File: config.mk
export PLATFORM = sky130hd
export DESIGN_NAME = sram_link_top
export DESIGN_NICKNAME = d
export VERILOG_FILES = /design/src/rtl/sram_link_pkg.sv /design/src/rtl/sram_link_bit_counter.sv /design/src/rtl/sram_link_regs.sv /design/src/rtl/sram_link_sequencer.sv /design/src/rtl/sram_link_shifter.sv /design/src/rtl/sram_link_top.sv
export SDC_FILE = /design/constraint.sdc
export NUM_CORES = 1
export LEC_CHECK = 0
export ABC_CLOCK_PERIOD_IN_PS = 5700
export BUFFER_PORTS_ARGS = -buffer_cell sky130_fd_sc_hd__buf_2
export CORE_MARGIN = 10
export CORE_UTILIZATION = 44
export CTS_CLUSTER_DIAMETER = 80
export CTS_CLUSTER_SIZE = 24
export DETAILED_ROUTE_END_ITERATION = 16
export PLACE_DENSITY_LB_ADDON = 0.05
export SLEW_MARGIN = 20
export SYNTH_ARGS = -nofsm -noshare
export SYNTH_HDL_FRONTEND = slang
export SYNTH_HIERARCHICAL = 1
export SYNTH_SLANG_ARGS = --single-unit
export TNS_END_PERCENT = 30
File: constraint.sdc
create_clock -name csi_clk -period 5.7 [get_ports csi_clk]
set_clock_uncertainty 0.15 [all_clocks]
set_input_delay 0.57 -clock csi_clk [delete_from_list [all_inputs] [get_ports csi_clk]]
set_output_delay 0.57 -clock csi_clk [all_outputs]
set_load 0.005 [all_outputs]
File: src/rtl/sram_link_pkg.sv
/*
 * Shared widths, control and status bit indices, mode codes
 * and the sequencer state type for the SRAM serial link
 */
package sram_link_pkg;

    // ------------------------------------------------------------
    // Bus and word widths
    // ------------------------------------------------------------
    localparam int avs_width      = 32;
    localparam int mem_addr_width = 10;
    localparam int mem_data_width = 8;
    localparam int word_bits      = mem_addr_width + mem_data_width; // 18 serial bits
    localparam int cnt_width      = 5;

    // ------------------------------------------------------------
    // Control word bit positions
    // ------------------------------------------------------------
    localparam int idx_ctrl_bgn  = 0;
    localparam int idx_ctrl_load = 1;   // One-shot, starts a transfer
    localparam int idx_mod0      = 2;
    localparam int idx_mod1      = 3;
    localparam int idx_app_done  = 4;
    localparam int idx_cpu_bgn   = 5;   // One-shot
    localparam int idx_rst_n     = 6;
    localparam int idx_cpu_wait  = 7;

    // Status word bit positions
    localparam int idx_ctrl_rdy  = 0;
    localparam int idx_nxt_end   = 1;
    localparam int idx_nxt_cont  = 2;
    localparam int idx_app_start = 3;
    localparam int idx_busy      = 4;

    // Mode codes as {mod1, mod0} in the control word
    localparam logic [1:0] mode_send    = 2'b00; // Host to chip
    localparam logic [1:0] mode_receive = 2'b10; // Chip to host

    // Transfer sequencer states
    typedef enum logic [1:0] {
        st_idle,
        st_prime,
        st_run,
        st_release
    } seq_state_t;

endpackage

File: src/rtl/sram_link_bit_counter.sv
/*
 * Down-counter that opens the shift window for one serial word
 * and answers the sequencer request with ack
 */
`timescale 1ns/100ps

module sram_link_bit_counter (
    input  logic csi_clk,
    input  logic rsi_reset_n,
    input  logic req,
    output logic ack,
    output logic active
);
    import sram_link_pkg::*;

    logic [cnt_width-1:0] cnt;
    logic                 req_q;

    always_ff @(posedge csi_clk)
    begin
        if (!rsi_reset_n)
        begin
            cnt   <= '0;
            req_q <= 1'b0;
            ack   <= 1'b0;
        end
        else
        begin
            req_q <= req;
            if (req && !req_q)
                cnt <= cnt_width'(word_bits);   // Arm on request edge
            else if (cnt != '0)
                cnt <= cnt - 1'b1;

            if (!req)
                ack <= 1'b0;                    // Return to zero phase
            else if (cnt == cnt_width'(1))
                ack <= 1'b1;                    // Last bit shifted
        end
    end

    assign active = (cnt != '0);

    // Sequencer drops req, counter must follow within a cycle
    ack_follows_req: assert property (
        @(posedge csi_clk) disable iff (!rsi_reset_n)
        (!req && ack) |=> !ack
    );

endmodule

File: src/rtl/sram_link_regs.sv
/*
 * Avalon register block with control word, address and data registers,
 * one-shot pulse generation and the status word
 */
`timescale 1ns/100ps

module sram_link_regs (
    input  logic                                   csi_clk,
    input  logic                                   rsi_reset_n,
    input  logic [sram_link_pkg::avs_width-1:0]    cpuctrl_writedata,
    input  logic                                   cpuctrl_write,
    input  logic [sram_link_pkg::avs_width-1:0]    sram_addr_wrt_writedata,
    input  logic                                   sram_addr_wrt_write,
    input  logic [sram_link_pkg::avs_width-1:0]    sram_data_wrt_writedata,
    input  logic                                   sram_data_wrt_write,
    input  logic                                   ctrl_rdy,
    input  logic                                   nxt_end,
    input  logic                                   nxt_cont,
    input  logic                                   app_start,
    input  logic                                   busy,
    output logic [sram_link_pkg::avs_width-1:0]    cpustat_readdata,
    output logic [sram_link_pkg::mem_addr_width-1:0] addr,
    output logic [sram_link_pkg::mem_data_width-1:0] data,
    output logic [1:0]                             mode,
    output logic                                   ctrl_bgn,
    output logic                                   rst_n,
    output logic                                   cpu_wait,
    output logic                                   app_done,
    output logic                                   cpu_bgn,
    output logic                                   load_pulse
);
    import sram_link_pkg::*;

    logic write_q;  // Write seen on the previous edge

    // ------------------------------------------------------------
    // Control word levels and one-shot pulses
    // ------------------------------------------------------------
    always_ff @(posedge csi_clk)
    begin
        if (!rsi_reset_n)
        begin
            write_q    <= 1'b0;
            cpu_bgn    <= 1'b0;
            load_pulse <= 1'b0;
            ctrl_bgn   <= 1'b0;
            rst_n      <= 1'b0;
            cpu_wait   <= 1'b0;
            app_done   <= 1'b0;
            mode       <= 2'b00;
        end
        else
        begin
            write_q <= cpuctrl_write;
            // Pulse only on the first cycle of a write burst
            cpu_bgn    <= cpuctrl_write & ~write_q & cpuctrl_writedata[idx_cpu_bgn];
            load_pulse <= cpuctrl_write & ~write_q & cpuctrl_writedata[idx_ctrl_load];
            if (cpuctrl_write)
            begin
                ctrl_bgn <= cpuctrl_writedata[idx_ctrl_bgn];
                rst_n    <= cpuctrl_writedata[idx_rst_n];
                cpu_wait <= cpuctrl_writedata[idx_cpu_wait];
                app_done <= cpuctrl_writedata[idx_app_done];
                mode     <= {cpuctrl_writedata[idx_mod1], cpuctrl_writedata[idx_mod0]};
            end
        end
    end

    // Word to be sent on the next mode-00 load
    always_ff @(posedge csi_clk)
    begin
        if (sram_addr_wrt_write)
            addr <= sram_addr_wrt_writedata[mem_addr_width-1:0];
        if (sram_data_wrt_write)
            data <= sram_data_wrt_writedata[mem_data_width-1:0];
    end

    // ------------------------------------------------------------
    // Status word
    // ------------------------------------------------------------
    always_comb
    begin
        cpustat_readdata                = '0;
        cpustat_readdata[idx_ctrl_rdy]  = ctrl_rdy;
        cpustat_readdata[idx_nxt_end]   = nxt_end;
        cpustat_readdata[idx_nxt_cont]  = nxt_cont;
        cpustat_readdata[idx_app_start] = app_start;
        cpustat_readdata[idx_busy]      = busy;  // Transfer in progress
    end

    // A held write must not stretch the start pulse
    cpu_bgn_single: assert property (
        @(posedge csi_clk) disable iff (!rsi_reset_n)
        cpu_bgn |=> !cpu_bgn
    );

endmodule

File: src/rtl/sram_link_sequencer.sv
/*
 * Transfer FSM that starts one serial transfer per load pulse
 * and runs the four-phase req/ack handshake with the bit counter
 */
`timescale 1ns/100ps

module sram_link_sequencer (
    input  logic       csi_clk,
    input  logic       rsi_reset_n,
    input  logic       load_pulse,
    input  logic [1:0] mode,
    input  logic       ack,
    output logic       req,
    output logic       parallel_load,
    output logic       busy
);
    import sram_link_pkg::*;

    seq_state_t state;
    seq_state_t state_next;
    logic       start_ok;

    // Only the two serial modes start a transfer
    assign start_ok = load_pulse && (mode == mode_send || mode == mode_receive);

    // ------------------------------------------------------------
    // State register and next state
    // ------------------------------------------------------------
    always_ff @(posedge csi_clk)
    begin
        if (!rsi_reset_n)
            state <= st_idle;
        else
            state <= state_next;
    end

    always_comb
    begin
        state_next = state;
        case (state)
            st_idle:
            begin
                if (start_ok)
                    state_next = st_prime;
            end
            st_prime:
                state_next = st_run;        // Word loaded, counter armed
            st_run:
            begin
                if (ack)
                    state_next = st_release; // Count done, drop req
            end
            st_release:
            begin
                if (!ack)
                    state_next = st_idle;
            end
            default:
                state_next = st_idle;
        endcase
    end

    // ------------------------------------------------------------
    // Outputs decoded from the state register
    // ------------------------------------------------------------
    assign req           = (state == st_prime) || (state == st_run);
    assign parallel_load = (state == st_prime) && (mode == mode_send);
    assign busy          = (state != st_idle);  // Loads ignored while set

    // New request only once the previous ack has gone low
    req_after_ack_low: assert property (
        @(posedge csi_clk) disable iff (!rsi_reset_n)
        $rose(req) |-> !ack
    );

endmodule

File: src/rtl/sram_link_shifter.sv
/*
 * Serial word register with parallel load, right shift
 * filling from the chip, and address/data readback fields
 */
`timescale 1ns/100ps

module sram_link_shifter (
    input  logic                                     csi_clk,
    input  logic                                     rsi_reset_n,
    input  logic                                     parallel_load,
    input  logic                                     active,
    input  logic [sram_link_pkg::mem_addr_width-1:0] addr,
    input  logic [sram_link_pkg::mem_data_width-1:0] data,
    input  logic                                     ctrl_so,
    output logic                                     ctrl_si,
    output logic [sram_link_pkg::mem_addr_width-1:0] rd_addr,
    output logic [sram_link_pkg::mem_data_width-1:0] rd_data
);
    import sram_link_pkg::*;

    logic [word_bits-1:0] word;  // {addr, data}

    // ------------------------------------------------------------
    // Shift register
    // ------------------------------------------------------------
    always_ff @(posedge csi_clk)
    begin
        if (!rsi_reset_n)
            word <= '0;
        else if (parallel_load)
            word <= {addr, data};
        else if (active)
            word <= {ctrl_so, word[word_bits-1:1]};  // LSB out, chip bit in at top
    end

    // Send side always shows the current LSB
    assign ctrl_si = word[0];

    // Readback fields
    assign rd_addr = word[word_bits-1:mem_data_width];
    assign rd_data = word[mem_data_width-1:0];

endmodule

File: src/rtl/sram_link_top.sv
/*
 * Top level joining the register block, sequencer, bit counter
 * and shifter to the Avalon slave ports and the chip pins
 */
`timescale 1ns/100ps

module sram_link_top (
    input  logic                                csi_clk,
    input  logic                                rsi_reset_n,
    // Avalon slave
    input  logic [sram_link_pkg::avs_width-1:0] cpuctrl_writedata,
    input  logic                                cpuctrl_write,
    input  logic [sram_link_pkg::avs_width-1:0] sram_addr_wrt_writedata,
    input  logic                                sram_addr_wrt_write,
    input  logic [sram_link_pkg::avs_width-1:0] sram_data_wrt_writedata,
    input  logic                                sram_data_wrt_write,
    output logic [sram_link_pkg::avs_width-1:0] cpustat_readdata,
    output logic [sram_link_pkg::avs_width-1:0] sram_addr_rd_readdata,
    output logic [sram_link_pkg::avs_width-1:0] sram_data_rd_readdata,
    // Chip pins
    output logic                                cpu_bgn,
    output logic                                ctrl_load,
    output logic                                ctrl_bgn,
    output logic                                mod0,
    output logic                                mod1,
    output logic                                rst_n,
    output logic                                cpu_wait,
    output logic                                app_done,
    output logic                                ctrl_si,
    input  logic                                ctrl_so,
    input  logic                                ctrl_rdy,
    input  logic                                nxt_end,
    input  logic                                nxt_cont,
    input  logic                                app_start
);
    import sram_link_pkg::*;

    logic [mem_addr_width-1:0] addr;
    logic [mem_data_width-1:0] data;
    logic [mem_addr_width-1:0] rd_addr;
    logic [mem_data_width-1:0] rd_data;
    logic [1:0]                mode;
    logic                      load_pulse;
    logic                      busy;
    logic                      req;
    logic                      ack;
    logic                      parallel_load;
    logic                      active;

    // ------------------------------------------------------------
    // Blocks
    // ------------------------------------------------------------
    sram_link_regs sram_link_regs_i (
        .csi_clk                 (csi_clk),
        .rsi_reset_n             (rsi_reset_n),
        .cpuctrl_writedata       (cpuctrl_writedata),
        .cpuctrl_write           (cpuctrl_write),
        .sram_addr_wrt_writedata (sram_addr_wrt_writedata),
        .sram_addr_wrt_write     (sram_addr_wrt_write),
        .sram_data_wrt_writedata (sram_data_wrt_writedata),
        .sram_data_wrt_write     (sram_data_wrt_write),
        .ctrl_rdy                (ctrl_rdy),
        .nxt_end                 (nxt_end),
        .nxt_cont                (nxt_cont),
        .app_start               (app_start),
        .busy                    (busy),
        .cpustat_readdata        (cpustat_readdata),
        .addr                    (addr),
        .data                    (data),
        .mode                    (mode),
        .ctrl_bgn                (ctrl_bgn),
        .rst_n                   (rst_n),
        .cpu_wait                (cpu_wait),
        .app_done                (app_done),
        .cpu_bgn                 (cpu_bgn),
        .load_pulse              (load_pulse)
    );

    sram_link_sequencer sram_link_sequencer_i (
        .csi_clk       (csi_clk),
        .rsi_reset_n   (rsi_reset_n),
        .load_pulse    (load_pulse),
        .mode          (mode),
        .ack           (ack),
        .req           (req),
        .parallel_load (parallel_load),
        .busy          (busy)
    );

    sram_link_bit_counter sram_link_bit_counter_i (
        .csi_clk     (csi_clk),
        .rsi_reset_n (rsi_reset_n),
        .req         (req),
        .ack         (ack),
        .active      (active)
    );

    sram_link_shifter sram_link_shifter_i (
        .csi_clk       (csi_clk),
        .rsi_reset_n   (rsi_reset_n),
        .parallel_load (parallel_load),
        .active        (active),
        .addr          (addr),
        .data          (data),
        .ctrl_so       (ctrl_so),
        .ctrl_si       (ctrl_si),
        .rd_addr       (rd_addr),
        .rd_data       (rd_data)
    );

    // Serial modes present 00 on the mode pins
    assign mod0      = mode[0];
    assign mod1      = mode[0] ? mode[1] : 1'b0;
    assign ctrl_load = load_pulse;

    assign sram_addr_rd_readdata = {{(avs_width-mem_addr_width){1'b0}}, rd_addr};
    assign sram_data_rd_readdata = {{(avs_width-mem_data_width){1'b0}}, rd_data};

endmodule

Word-level counts from Yosys, hierarchy flattened
Cells that the tools add are included.
- bitwise operators: 5
- muxes and demuxes: 9
- multipliers: 0
- order comparisons: 0
- equal/unequal tests: 8
- $add $sub $neg: 1
- reductions and logical operators: 15
- shift-type cells: 0
- divide/modulo/power cells: 0
- operators with widths (kind ; number):
    18-bit two-way mux ; 2
    5-bit two-way mux ; 2
    2-bit case mux with 4 select lines ; 1
    2-bit == test (second input constant) ; 3
    2-bit two-way mux ; 3
    2-bit nonzero test ; 3
    5-bit by 1-bit == test with 1-bit output (second input constant) ; 1
    5-bit nonzero test ; 1
    5-bit by 1-bit subtractor with 5-bit output (second input constant) ; 1
    2-bit zero test ; 2
    2-bit by 1-bit inequality test with 1-bit output (second input constant) ; 2
    1-bit AND ; 3
    1-bit logical AND ; 3
    3-bit AND reduction ; 1
    2-bit by 1-bit == test with 1-bit output (second input constant) ; 1
    1-bit logical OR ; 2
    2-bit inequality test (second input constant) ; 1
    1-bit inverter ; 2
    2-bit AND reduction ; 1
    2-bit OR reduction ; 1
    1-bit zero test ; 1
    1-bit two-way mux ; 1
- flip-flop bits (word level): 54
- bits of input ports: 106
- ROM bits: 0
- output and inout bits: 105
- memories kept: 0
- bits in writable memories: 0
- logic and storage cells: 54
- bits in latches: 0

Depth between registers and ports, before layout
Gate-level depths: netlist (run 1).
- depth in word-level cells: 5
- depth in mapped cells: 8
- gate-level depth less buffers: 5

Hierarchy
Netlist (run 1), hierarchy kept.
- by module, submodules not included (module ; area each (um^2) ; instances ; cells an instance):
    sram_link_regs ; 1113.6 ; 1 ; 77
    sram_link_shifter ; 970.9 ; 1 ; 80
    sram_link_top ; 355.3 ; 1 ; 48
    sram_link_bit_counter ; 317.8 ; 1 ; 33
    sram_link_sequencer ; 175.2 ; 1 ; 18

Worst setup path after synthesis (run 1)
No wires, ideal clock.
- path kind: flip-flop to flip-flop
- from: register sram_link_bit_counter_i.cnt[0]
- to: register sram_link_shifter_i.word[10]
- required time: 5.434 ns
- library setup time: 0.116 ns
- arrival time: 1.862 ns
- clock period less this slack: 2.128 ns
- stages on the path, launching flop included: 9
- slack: 3.572 ns
- path buffers: 3
- cell sequence: dfxtp_1 > inv_1 > ha_1 > or4b_1 > clkbuf_2 > buf_6 > buf_12 > mux2_4 > o211a_1
- cells in the longest elaborated chain, start to end: 2
- RTL lines (item ; line ; text):
    start, declared ; sram_link_bit_counter.sv:16 ; logic [cnt_width-1:0] cnt;
    start signal, assigned ; sram_link_bit_counter.sv:31 ; cnt <= cnt_width'(word_bits);
    start signal, assigned ; sram_link_bit_counter.sv:33 ; cnt <= cnt - 1'b1;
    5-bit nonzero test ; sram_link_bit_counter.sv:42 ; assign active = (cnt != '0);
    net active ; sram_link_top.sv:48 ; logic active;
    2-bit nonzero test (no line) ; - ;
    end signal, assigned ; sram_link_shifter.sv:31 ; word <= {addr, data};
    end signal, assigned ; sram_link_shifter.sv:33 ; word <= {ctrl_so, word[word_bits-1:1]};
    end, declared ; sram_link_shifter.sv:21 ; logic [word_bits-1:0] word;
The timed path passes the listed nets, and every way through them passes these cells.
A chain may end at the register's enable or synchronous reset.

Worst setup path after layout (run 1)
- from: register sram_link_bit_counter_i.cnt[0]
- to: register sram_link_shifter_i.word[8]
Same word-level chain as after synthesis.

==> metrics.cfg, run 1 <==
[global_routing]
grt_usage_pct = 9.68
grt_overflow_total = 0
grt_max_degree = 37
grt_pass1_wl_mm = 7.94
antenna_found_initial = 0
grt_pass1_vias = 1552

[cts]
htreeDepth = 2
clk_path_buf_depth = 2
cts_tree = done
clock_latency_ns = 0.29
clk_pin_slew_worst_paths_ns = 0.09
cts_resized = 0
cts_setup_buffers = 0
cts_made_buffers = 5
root_buffer = clkbuf_8
hold_buffers = 0
clock_sinks = 54

[floorplanning]
die_x_um = 102
fp.dieH_um = 102
start_util_pct = 45.7
io_pins = 211
die-area_um2 = 10300
rows = 29
coreArea_um2 = 6420

[layout]
final_cell_mix = 73 x conb_1, 59 x buf_2, 36 x dfxtp_1, 20 x o211a_1, 18 x edfxtp_1
nNetsFinal = 419
diodes = 0
n_fill_cell = 614
drive_gt1_share_pct = 30.5
design_area_um2 = 3040
syn_to_final_growth_pct = 3.50
final_common_cell = conb_1

[power]
sw_frac_of_total_pct = 32.6
combPwrFrac_pct = 42.2
p_int_uw = 885
power.leakage_nw = 1.67
p_clk_share_pct = 15.5
p_seq_share_pct = 42.3
p_switching_uw = 429
power_density_nw_per_um2 = 433
vdd_drop_max_mv = 0.170

[yosys]
synth_area_per_cell_um2 = 11.5
yosys-top-cells-area = dfxtp_1 25%, buf_4 20%, edfxtp_1 18%, o211a_1 6.8%, mux2_4 5.1%
synth_area_leader_cell = dfxtp_1
ys_warn_count = 6
yosys.cell_types.count = 37
synth_area_um2 = 2930
postSynthCellCount = 256
synth_top_area_share_pct = 24.6
synth-seq-cells = 54
yosysSeqAreaShare_pct = 43.0

[critical_path]
cp-endpoint = sram_link_shifter_i/word[8]
crit_path_start = sram_link_bit_counter_i/cnt[0]
critPathKind = register to register
cp_max_fo = 14
r2r-start = sram_link_bit_counter_i/cnt[0]
r2r_end = sram_link_shifter_i/word[8]
cp.required_ns = 5.75
rr_worst_depth = 6
startpoint_type = register
critPathSlowestCell = or4b_1
worstPathArrival_ns = 2.40
crit_chain = inv_1 > ha_1 > or4b_1 > buf_8 > mux2_4 > o211a_1
worst_setup_path_end_kind = register
max_stage_delay_ns = 0.72
r2r_setup_slack_ns = 3.35

[run]
maxCapViolCount = 0

[timing]
fmax_mhz = 426
post-route-min-period_ns = 2.35
worstMarginPinSlew_ns = 0.594
finalSetupTns_ns = 0
slew_headroom_pct = 60.4
hold_violations = 0
grt_setup_unrepaired = no
min_period_over_period_pct = 41.2
setup_viol = 0
slew_violations = 0

[detailed_routing]
wl_per_cell_um = 14.2
top_layer = met4
routed_wl_mm = 5.46
dr_wl_met2_mm = 2.28
postRouteAntennaNets = 0
vias = 1632
drc = 0
wl_met1_mm = 2.28
drt_iter0_drc = 56
met3_length_um = 850
first_pass_iters = 4
via_per_inst = 4.24

[run_status]
status = complete, no violations

[min_path]
hp-class = primary input to register

[placed_design]
dp_hpwl_mm = 4.29
place.port_buffers = 59
placed_area_um2 = 2940
gp_congestion = 0.689

## synth_stat cells, drive strengths merged
cell and instances:
nand3 1, mux2i 8, nor3b 4, or2b 12, nor2 2, and2 2, mux2 18, a21oi 1
buf 86, o31a 1, a221oi 1, nand2 5, nor2b 8, xnor2 2, nor3 2, a21boi 1
conb 2, ha 6, or4b 1, o211a 20, o31ai 1, clkbuf 2, dfxtp 36, a211o 1
edfxtp 18, inv 7, nand2b 8
## sequential cells by signal, indices dropped and copies added (netlist names), 2 cells and up
register                     flops
sram_link_shifter_i/word        18
sram_link_regs_i/addr           10
sram_link_regs_i/data            8
sram_link_bit_counter_i/cnt      5
sram_link_regs_i/mode            2
sram_link_sequencer_i/state      2
## logic make-up (layout without fill, tap and decap cells)
kind of cell	count (synthesis)	after routing	share of synthesized area, %
buf+inv	95	76	23.6
flops	54	54	43.0
simple gates	45	45	10.4
compound gates	26	26	8.66
mux	26	26	10.9
fa+ha+maj	6	6	2.56
other cells	2	73	0.256
xor+xnor	2	2	0.597
## worst max-delay path: cells and delay by family, from the launching register on
| kind | cells | cell delay [ns] |
|---|---|---|
| multiplexers | 1 | 0.30 |
| flip-flops | 1 | 0.36 |
| buffers and inverters | 2 | 0.34 |
| AND/OR/NAND/NOR | 1 | 0.72 |
| adder cells (fa/ha/maj) | 1 | 0.18 |
| AO/OA/AOI/OAI | 1 | 0.20 |
## area by class of cell
class	count	area [um2]	share of cell area, %
clock buffer	6	72.6	2.39
sequential	54	1260	41.5
clock inverter	2	10.0	0.330
tap	77	96.3	3.17
timing repair buffer	61	318	10.5
inverter	7	26.3	0.866
multi-input combinational	178	1250	41.2
## layer usage
| layer | vias up | global-route usage (%) |
|---|---|---|
| li1 | 811 | - |
| met1 | 717 | 11.2 |
| met2 | 96 | 14.6 |
| met3 | 8 | 5.51 |
| met4 | 0 | 3.63 |
| met5 | - | 0 |
## power groups by stage
stage | Clock (mW) | Sequential (mW) | Combinational (mW)
6_report | 0.203 | 0.556 | 0.555
5_1_grt | 0.232 | 0.572 | 0.614
4_1_cts | 0.216 | 0.559 | 0.547
3_5_place_dp | 0 | 0.568 | 0.544
3_3_place_gp | 0 | 0.567 | 0.546
2_1_floorplan | 0 | 0.559 | 0.491
## per-stage QoR
step / cells / hold slack, ns / worst slack (ns) / total power, mW / util (%)
2_1_floorplan: 327 / 0.280 / 3.57 / 1.05 / -
3_3_place_gp: 376 / 0.299 / 3.21 / 1.11 / 45.7
3_5_place_dp: 376 / 0.300 / 3.22 / 1.11 / 45.7
4_1_cts: 384 / 0.274 / 3.20 / 1.32 / 47.0
5_1_grt: 385 / 0.262 / 3.24 / 1.42 / 47.3
6_report: 385 / 0.289 / 3.35 / 1.31 / 47.3
## worst min-delay path by stage
stage | start | to | slack [ns] | cells past startpoint
6_report | sram_addr_wrt_writedata[4] | sram_link_regs_i/addr[4] | 0.29 | 1
5_1_grt | sram_addr_wrt_writedata[2] | sram_link_regs_i/addr[2] | 0.26 | 1
4_1_cts | sram_addr_wrt_writedata[8] | sram_link_regs_i/addr[8] | 0.27 | 1
3_5_place_dp | sram_link_regs_i/write_q | sram_link_regs_i/cpu_bgn | 0.30 | 1
3_3_place_gp | sram_link_regs_i/write_q | sram_link_regs_i/cpu_bgn | 0.30 | 1
2_1_floorplan | sram_link_regs_i/write_q | sram_link_regs_i/cpu_bgn | 0.28 | 1
(Power assumes the default switching activity.)
==> run 2: changes to the inputs <==
--- a/config.mk
+++ b/config.mk
@@ -5,10 +5,11 @@
 export SDC_FILE = /design/constraint.sdc
 export NUM_CORES = 1
 export LEC_CHECK = 0
-export ABC_CLOCK_PERIOD_IN_PS = 5700
+export ABC_AREA = 1
+export ABC_CLOCK_PERIOD_IN_PS = 2160
 export BUFFER_PORTS_ARGS = -buffer_cell sky130_fd_sc_hd__buf_2
 export CORE_MARGIN = 10
-export CORE_UTILIZATION = 44
+export CORE_UTILIZATION = 38
 export CTS_CLUSTER_DIAMETER = 80
 export CTS_CLUSTER_SIZE = 24
 export DETAILED_ROUTE_END_ITERATION = 16
==> constraint.sdc (replaced) <==
create_clock -name csi_clk -period 2.16 [get_ports csi_clk]
set_clock_uncertainty 0.15 [all_clocks]
set_input_delay 0.216 -clock csi_clk [delete_from_list [all_inputs] [get_ports csi_clk]]
set_output_delay 0.216 -clock csi_clk [all_outputs]
set_load 0.005 [all_outputs]
==> run 2 against run 1 <==
Net effect: register-to-register slack got worse by 3.0 ns; highest routed layer unchanged; critical endpoint is now sram_link_shifter_i/word[9]; critical path type unchanged; largest cell class unchanged; largest power group is now combinational logic; sequential share of layout area down 3.9 points; via count up 32%; power grew to 2.6 times the previous value; first-iteration DRC count grew 59%.
==> metrics.cfg, run 2 <==
[timing]
setup_ws_ns = 0.310  ; -3.04 ns
setup_viol = 0  ; unchanged
slew_headroom_pct = 46.7  ; -14 points
hold_violations = 0  ; unchanged
post-route-min-period_ns = 1.85  ; -0.500 ns
worstMarginPinSlew_ns = 0.798  ; +0.204 ns
min_period_over_period_pct = 85.6  ; +44 points
finalSetupTns_ns = 0  ; unchanged
timing.hold.ws_ns = 0.0545  ; -0.234 ns
grt_setup_unrepaired = no
slew_violations = 0  ; unchanged
fmax_mhz = 541  ; +27%

[yosys]
synth_area_um2 = 3010  ; +2.6%
synth-main-ff-cell = dfxtp_1
muxShareOfSynthArea_pct = 0  ; -11 points
ys_top_cells_by_count = 112 x nand2_1, 81 x buf_4, 45 x inv_1
synth-seq-cells = 54  ; unchanged
synth-edff-count = 18  ; unchanged
synth_top_family_by_area = buffers and inverters
ys_warn_count = 6  ; unchanged
synth_top_area_share_pct = 24.0  ; -0.61 points
synth_area_per_cell_um2 = 8.00  ; -30%
ys_async_sr_fraction_pct = 0  ; unchanged
yosysSeqAreaShare_pct = 41.9  ; -1.1 points
synth_compound_area_share_pct = 4.91  ; -3.8 points
synth-xor-area-share_pct = 0  ; -0.60 points
synth_area_leader_cell = dfxtp_1
synth_simple_gate_area_share_pct = 22.2  ; +12 points
postSynthCellCount = 376  ; +47%
yosys.cell_types.count = 26  ; -30%
yosysMostFrequentCell = nand2_1
synth_fa_ha_area_share_pct = 2.50  ; -0.064 points
yosys-top-cells-area = dfxtp_1 24%, buf_4 20%, edfxtp_1 18%, nand2_1 14%, inv_1 5.6%

[detailed_routing]
wl_per_cell_um = 12.0  ; -16%
routed_wl_mm = 6.62  ; +21%
postRouteAntennaNets = 0  ; unchanged
drt_iter0_drc = 89  ; +59%
first_pass_iters = 4  ; unchanged
drc = 0  ; unchanged
vias = 2157  ; +32%
via_per_inst = 3.91  ; -7.8%

[power]
combPwrFrac_pct = 41.6  ; -0.6 points
p_clk_share_pct = 17.4  ; +1.9 points
sw_frac_of_total_pct = 40.1  ; +7.5 points
p_int_mw = 2.02  ; +130%
power_density_nw_per_um2 = 1000  ; +130%
vdd_drop_max_mv = 0.531  ; +210%
power.leakage_nw = 1.79  ; +7.5%
p_total_mw = 3.37  ; +160%
p_seq_share_pct = 41.0  ; -1.3 points
p_switching_mw = 1.35  ; +220%

[critical_path]
critPathKind = register to register
max_stage_delay_ns = 0.33  ; -0.39 ns
r2r_setup_slack_ns = 0.31  ; -3.04 ns
path_delay_family = simple AND/OR/NAND/NOR gates
worst_setup_path_end_kind = register
cp-endpoint = sram_link_shifter_i/word[9]
cp_max_fo = 22  ; +8
crit_chain = inv_1 > ha_1 > inv_1 > nor2_4 > nand2_4 > nor2_8 > nand2_1 > a21oi_2
critPathSlowestCell = nor2_8
path_common_cell = inv_1
critPathBufInv = 2  ; unchanged
worstPathArrival_ns = 1.94  ; -0.46 ns
r2r-start = sram_link_bit_counter_i/cnt[1]
r2r_end = sram_link_shifter_i/word[9]
crit_path_start = sram_link_bit_counter_i/cnt[1]
cp.depth = 8  ; +2
cp.required_ns = 2.25  ; -3.50 ns
rr_worst_depth = 8  ; +2
startpoint_type = register

[layout]
final_cell_mix = 112 x nand2_1, 73 x conb_1, 59 x buf_2, 45 x inv_1, 36 x dfxtp_1
final_util_pct = 43.4  ; -3.9 points
largest_reg_flops = 18  ; unchanged
syn_to_final_growth_pct = 11.5
biggestRegsByFlops = sram_link_shifter_i/word: 18 flops, sram_link_regs_i/addr: 10 flops, sram_link_regs_i/data: 8 flops
final_common_cell = nand2_1
drive_gt1_share_pct = 21.1  ; -9.4 points
largest_register = sram_link_shifter_i/word
diodes = 0  ; unchanged
nNetsFinal = 561  ; +34%

[floorplanning]
rows = 32  ; +10%
start_util_pct = 38.9  ; -6.7 points
io_pins = 211  ; unchanged
fp.dieH_um = 109  ; +7.2%
die_x_um = 109  ; +7.2%
coreArea_um2 = 7730  ; +20%
die-area_um2 = 11900  ; +15%

[cts]
clk_path_buf_depth = 2  ; unchanged
clock_latency_ns = 0.30  ; about the same
root_buffer = clkbuf_8
cts_resized = 0  ; unchanged
clk_pin_slew_worst_paths_ns = 0.10  ; about the same
clock_sinks = 54  ; unchanged
cts_tree = done
cts_made_buffers = 5  ; unchanged
htreeDepth = 2  ; unchanged
cts_setup_buffers = 0  ; unchanged

[placed_design]
place.port_buffers = 59  ; unchanged
place_ws_ns = 0.306  ; -2.92 ns
dp_hpwl_mm = 4.93  ; +15%
gp_congestion = 0.799  ; +16%

[global_routing]
use_met2_pct = 17.4  ; +2.8 points
antenna_found_initial = 0  ; unchanged
grt_pass1_vias = 1995  ; +29%
grtUsageMet1_pct = 12.3  ; +1.1 points
grt_pass1_wl_mm = 9.85  ; +24%
grt_max_degree = 23  ; -38%
busiest_layer = met2
grt_usage_pct = 10.3  ; +0.64 points
grt_overflow_total = 0  ; unchanged
grt.met3_usage_pct = 3.54  ; -2.0 points

[run]
maxCapViolCount = 0  ; unchanged

[run_status]
status = complete, no violations

[min_path]
hp-class = primary input to register

## run 2: changes by cell type in the layout (fill, tap and decap cells not counted), moves of 7 or more
| cell | before | now |
|---|---|---|
| dlygate4sd3_1 | 0 | 20 |
| or2b_1 | 11 | 0 |
| nor2_1 | 2 | 20 |
| nor2b_1 | 7 | 0 |
| mux2_4 | 10 | 0 |
| inv_1 | 7 | 45 |
| nand3_1 | 1 | 12 |
| nand2b_1 | 8 | 0 |
| o211a_1 | 20 | 0 |
| a21oi_2 | 0 | 11 |
| mux2i_1 | 8 | 0 |
| mux2_2 | 8 | 0 |
| nand2_1 | 4 | 112 |
## run 2: metal layers
| metal | wire [um] | vias up |
|---|---|---|
| met2 | 3150 | 79 |
| met4 | 31 | 0 |
| met3 | 642 | 2 |
| met1 | 2790 | 949 |
| li1 | - | 1127 |
| met5 | 0 | - |
## run 2: how the worst min path moves through the flow
| stage | start | end | slack [ns] | cells past startpoint |
|---|---|---|---|---|
| after floorplan | rsi_reset_n | sram_link_bit_counter_i/cnt[1] | 0.16 | 2 |
| after global placement | sram_addr_wrt_writedata[4] | sram_link_regs_i/addr[4] | 0.24 | 1 |
| after detailed placement | sram_data_wrt_writedata[4] | sram_link_regs_i/data[4] | 0.24 | 1 |
| after CTS | cpuctrl_writedata[2] | sram_link_regs_i/mode[0] | 0.04 | 5 |
| after global routing | cpuctrl_writedata[2] | sram_link_regs_i/mode[0] | 0.06 | 5 |
| final | cpuctrl_writedata[2] | sram_link_regs_i/mode[0] | 0.05 | 5 |
## run 2: kinds of logic after synthesis
kind of cell | after synthesis
simple gates | 158
buf+inv | 136
flops | 54
compound gates | 20
fa+ha+maj | 6
other cells | 2
## run 2: power by group through the flow
stage          clock, mW  sequential, mW  combinational (mW)
4_1_cts            0.618            1.38                1.42
5_1_grt            0.648            1.41                1.63
3_5_place_dp           0            1.41                1.39
3_3_place_gp           0            1.41                1.39
2_1_floorplan          0            1.40                1.19
6_report           0.587            1.38                1.40
## run 2: cell type report
type | instances | area [um2]
Clock buffer | 7 | 86.3
Clock inverter | 1 | 5.00
Fill cell | 821 | 4370
Inverter | 49 | 189
Multi-Input combinational cell | 257 | 1170
Sequential cell | 54 | 1260
Tap cell | 102 | 128
Timing Repair Buffer | 82 | 518
## run 2: worst register-to-register path: stages (launching register included)
cell,delay (ns)
dfxtp_1,0.32
inv_1,0.11
ha_1,0.18
inv_1,0.07
nor2_4,0.14
nand2_4,0.22
nor2_8,0.34
nand2_1,0.12
a21oi_2,0.14
## run 2: what timing repair did
item | CTS | global route
hold endpoints to repair | 20 | 0
hold buffers | 20 | 0
endpoints found under the setup margin | 0 | 0
## run 2: through the flow
step | cell area (um2) | cells
after global routing | 3350 | 552
after detailed placement | 3060 | 524
after global placement | 3060 | 524
after CTS | 3350 | 552
after floorplan | 3270 | 447
final | 3350 | 552
==> run 3: changes to the inputs <==
--- a/config.mk
+++ b/config.mk
@@ -5,11 +5,10 @@
 export SDC_FILE = /design/constraint.sdc
 export NUM_CORES = 1
 export LEC_CHECK = 0
-export ABC_AREA = 1
 export ABC_CLOCK_PERIOD_IN_PS = 2160
 export BUFFER_PORTS_ARGS = -buffer_cell sky130_fd_sc_hd__buf_2
 export CORE_MARGIN = 10
-export CORE_UTILIZATION = 38
+export CORE_UTILIZATION = 37
 export CTS_CLUSTER_DIAMETER = 80
 export CTS_CLUSTER_SIZE = 24
 export DETAILED_ROUTE_END_ITERATION = 16
==> run 3 against run 2 <==
Net effect: worst setup slack got worse by 0.20 ns; first-iteration DRC count decreased by 48%; register-to-register slack got worse by 0.20 ns; wire length decreased by 12%; largest power group unchanged; die area increased by 0.11%; cell area decreased by 1.0%; largest cell class unchanged; utilization decreased by 0.44 points; fmax decreased by 9.9%; combinational power increased by 11%; worst hold slack got worse by 0.039 ns.
==> metrics.cfg, run 3 (synthesized netlist as in run 1, its figures left out) <==
[critical_path]
critPathKind = register to register
cp_max_fo = 22  ; unchanged
worst_setup_path_end_kind = register
r2r_end = sram_link_shifter_i/word[6]
r2r-start = sram_link_bit_counter_i/cnt[0]
worstPathArrival_ns = 2.11  ; +0.17 ns
r2r_setup_slack_ns = 0.11  ; -0.20 ns
startpoint_type = register
rr_worst_depth = 6  ; -2
cp.required_ns = 2.21  ; -0.04 ns

[placed_design]
place.port_buffers = 59  ; unchanged
dp_cells = 403  ; -23%
placed_area_um2 = 3010  ; -1.7%
gp_congestion = 0.709  ; -11%
place_ws_ns = 0.129  ; -0.177 ns
dp_hpwl_mm = 4.53  ; -8.0%

[power]
p_seq_share_pct = 39.8  ; -1.2 points
p_switching_mw = 1.18  ; -13%
p_total_mw = 3.70  ; +9.7%
vdd_drop_max_mv = 0.366  ; -31%
power_density_nw_per_um2 = 1110  ; +11%
p_int_mw = 2.52  ; +25%
p_clk_share_pct = 18.3  ; +0.9 points
power.leakage_nw = 1.77  ; -1.3%
sw_frac_of_total_pct = 31.8  ; -8.3 points
combPwrFrac_pct = 41.9  ; +0.3 points

[global_routing]
use_met2_pct = 14.1  ; -3.3 points
antenna_found_initial = 0  ; unchanged
grt.met3_usage_pct = 4.48  ; +0.94 points
busiest_layer = met2
grtUsageMet1_pct = 11.1  ; -1.2 points
grt_max_degree = 37  ; +61%
grt_pass1_vias = 1689  ; -15%
grt_overflow_total = 0  ; unchanged
grt_pass1_wl_mm = 8.69  ; -12%
grt_usage_pct = 9.26  ; -1.1 points

[layout]
syn_to_final_growth_pct = 13.2
nNetsFinal = 440  ; -22%
final_common_cell = conb_1
largest_reg_flops = 18  ; unchanged
n_fill_cell = 763  ; -7.1%
design_area_um2 = 3320  ; -1.0%
drive_gt1_share_pct = 28.9  ; +7.8 points
regArea_um2 = 1260  ; unchanged
biggestRegsByFlops = sram_link_shifter_i/word: 18 flops, sram_link_regs_i/addr: 10 flops, sram_link_regs_i/data: 8 flops
final_util_pct = 43.0  ; -0.44 points
layout.cells.non_filler = 431  ; -22%
diodes = 0  ; unchanged
largest_register = sram_link_shifter_i/word
final_cell_mix = 73 x conb_1, 59 x buf_2, 36 x dfxtp_1, 20 x dlygate4sd3_1, 20 x o211a_1
multi_input_area_um2 = 1250  ; +7.3%

[floorplanning]
io_pins = 211  ; unchanged
start_util_pct = 38.0  ; -0.97 points
rows = 32  ; unchanged
die-area_um2 = 11900  ; +0.11%
coreArea_um2 = 7730  ; unchanged
fp.dieH_um = 109  ; about the same
die_x_um = 109  ; about the same

[timing]
fmax_mhz = 487  ; -9.9%
timing.hold.ws_ns = 0.0152  ; -0.0393 ns
post-route-min-period_ns = 2.05  ; +0.204 ns
min_period_over_period_pct = 95.1  ; +9.5 points
setup_viol = 0  ; unchanged
setup_ws_ns = 0.106  ; -0.204 ns
grt_setup_unrepaired = no
hold_violations = 0  ; unchanged
finalSetupTns_ns = 0  ; unchanged
slew_violations = 0  ; unchanged

[cts]
htreeDepth = 2  ; unchanged
cts_tree = done
clock_sinks = 54  ; unchanged
cts_made_buffers = 5  ; unchanged
clk_path_buf_depth = 2  ; unchanged
root_buffer = clkbuf_8
cts_setup_buffers = 0  ; unchanged
clk_pin_slew_worst_paths_ns = 0.10  ; about the same
clock_latency_ns = 0.30  ; about the same
cts_resized = 0  ; unchanged

[min_path]
min_from = cpuctrl_writedata[3]
worstHoldEndpoint = sram_link_regs_i/mode[1]
min_path_cells = 3  ; -2
hp-class = primary input to register

[detailed_routing]
wl_per_cell_um = 13.6  ; +13%
drt_iter0_drc = 46  ; -48%
first_pass_iters = 5  ; +1
drc = 0  ; unchanged
via_per_inst = 4.00  ; +2.3%
routed_wl_mm = 5.85  ; -12%
postRouteAntennaNets = 0  ; unchanged
vias = 1723  ; -20%

[run]
maxCapViolCount = 0  ; unchanged

[run_status]
status = complete, no violations

==> run 3: cell count changes in the layout (fill, tap and decap cells not counted), sizes merged, moves of 11 or more <==
| cell | delta |
|---|---|
| mux2 | +18 |
| inv | -41 |
| o211a | +20 |
| nand2 | -112 |
| or2b | +12 |
| a21oi | -16 |
| nor2 | -24 |
| nand3 | -11 |
==> run 3: final cells by class <==
cell class / instances / area share, %
timing repair buffer: 82 / 16.4
clock buffer: 6 / 2.19
inverter: 7 / 0.792
multi-input combinational: 178 / 37.7
tap: 102 / 3.84
clock inverter: 2 / 1.13
sequential: 54 / 38.0
==> run 3: how the worst max path moves through the flow <==
stage,startpoint,endpoint,depth (start not counted)
floorplan,sram_link_bit_counter_i/cnt[0],sram_link_shifter_i/word[10],8
global placement,sram_link_bit_counter_i/cnt[0],sram_link_shifter_i/word[11],6
detailed placement,sram_link_bit_counter_i/cnt[0],sram_link_shifter_i/word[11],6
CTS,sram_link_bit_counter_i/cnt[0],sram_link_shifter_i/word[6],6
global route,sram_link_bit_counter_i/cnt[1],sram_link_shifter_i/word[6],6
finish,sram_link_bit_counter_i/cnt[0],sram_link_shifter_i/word[6],6
==> run 3: power groups by stage <==
stage                     registers [mW]  logic, mW  clock network [mW]
after global routing                1.51       1.72               0.756
after floorplan                     1.48       1.30                   0
final                               1.47       1.55               0.678
after global placement              1.50       1.54                   0
after CTS                           1.48       1.57               0.707
after detailed placement            1.50       1.53                   0
==> run 3: timing repair <==
| action | 4_1_cts | 5_1_grt |
|---|---|---|
| hold endpoints to repair | 20 | 0 |
| hold buffers | 20 | 0 |
| setup endpoints to repair | 0 | 0 |
==> run 3: critical path, cell delays in order, from the launching register on <==
cell,delay (ns)
dfxtp_1,0.36
inv_1,0.07
ha_1,0.17
or4b_1,0.49
buf_12,0.20
mux2_4,0.31
o211a_1,0.20
==> run 3: layer usage <==
metal  routed length, um  part of all wire (%)
met3                 968                    17
met2                2440                    42
met5                   0                     0
met1                2380                    41
met4                  63                   1.1
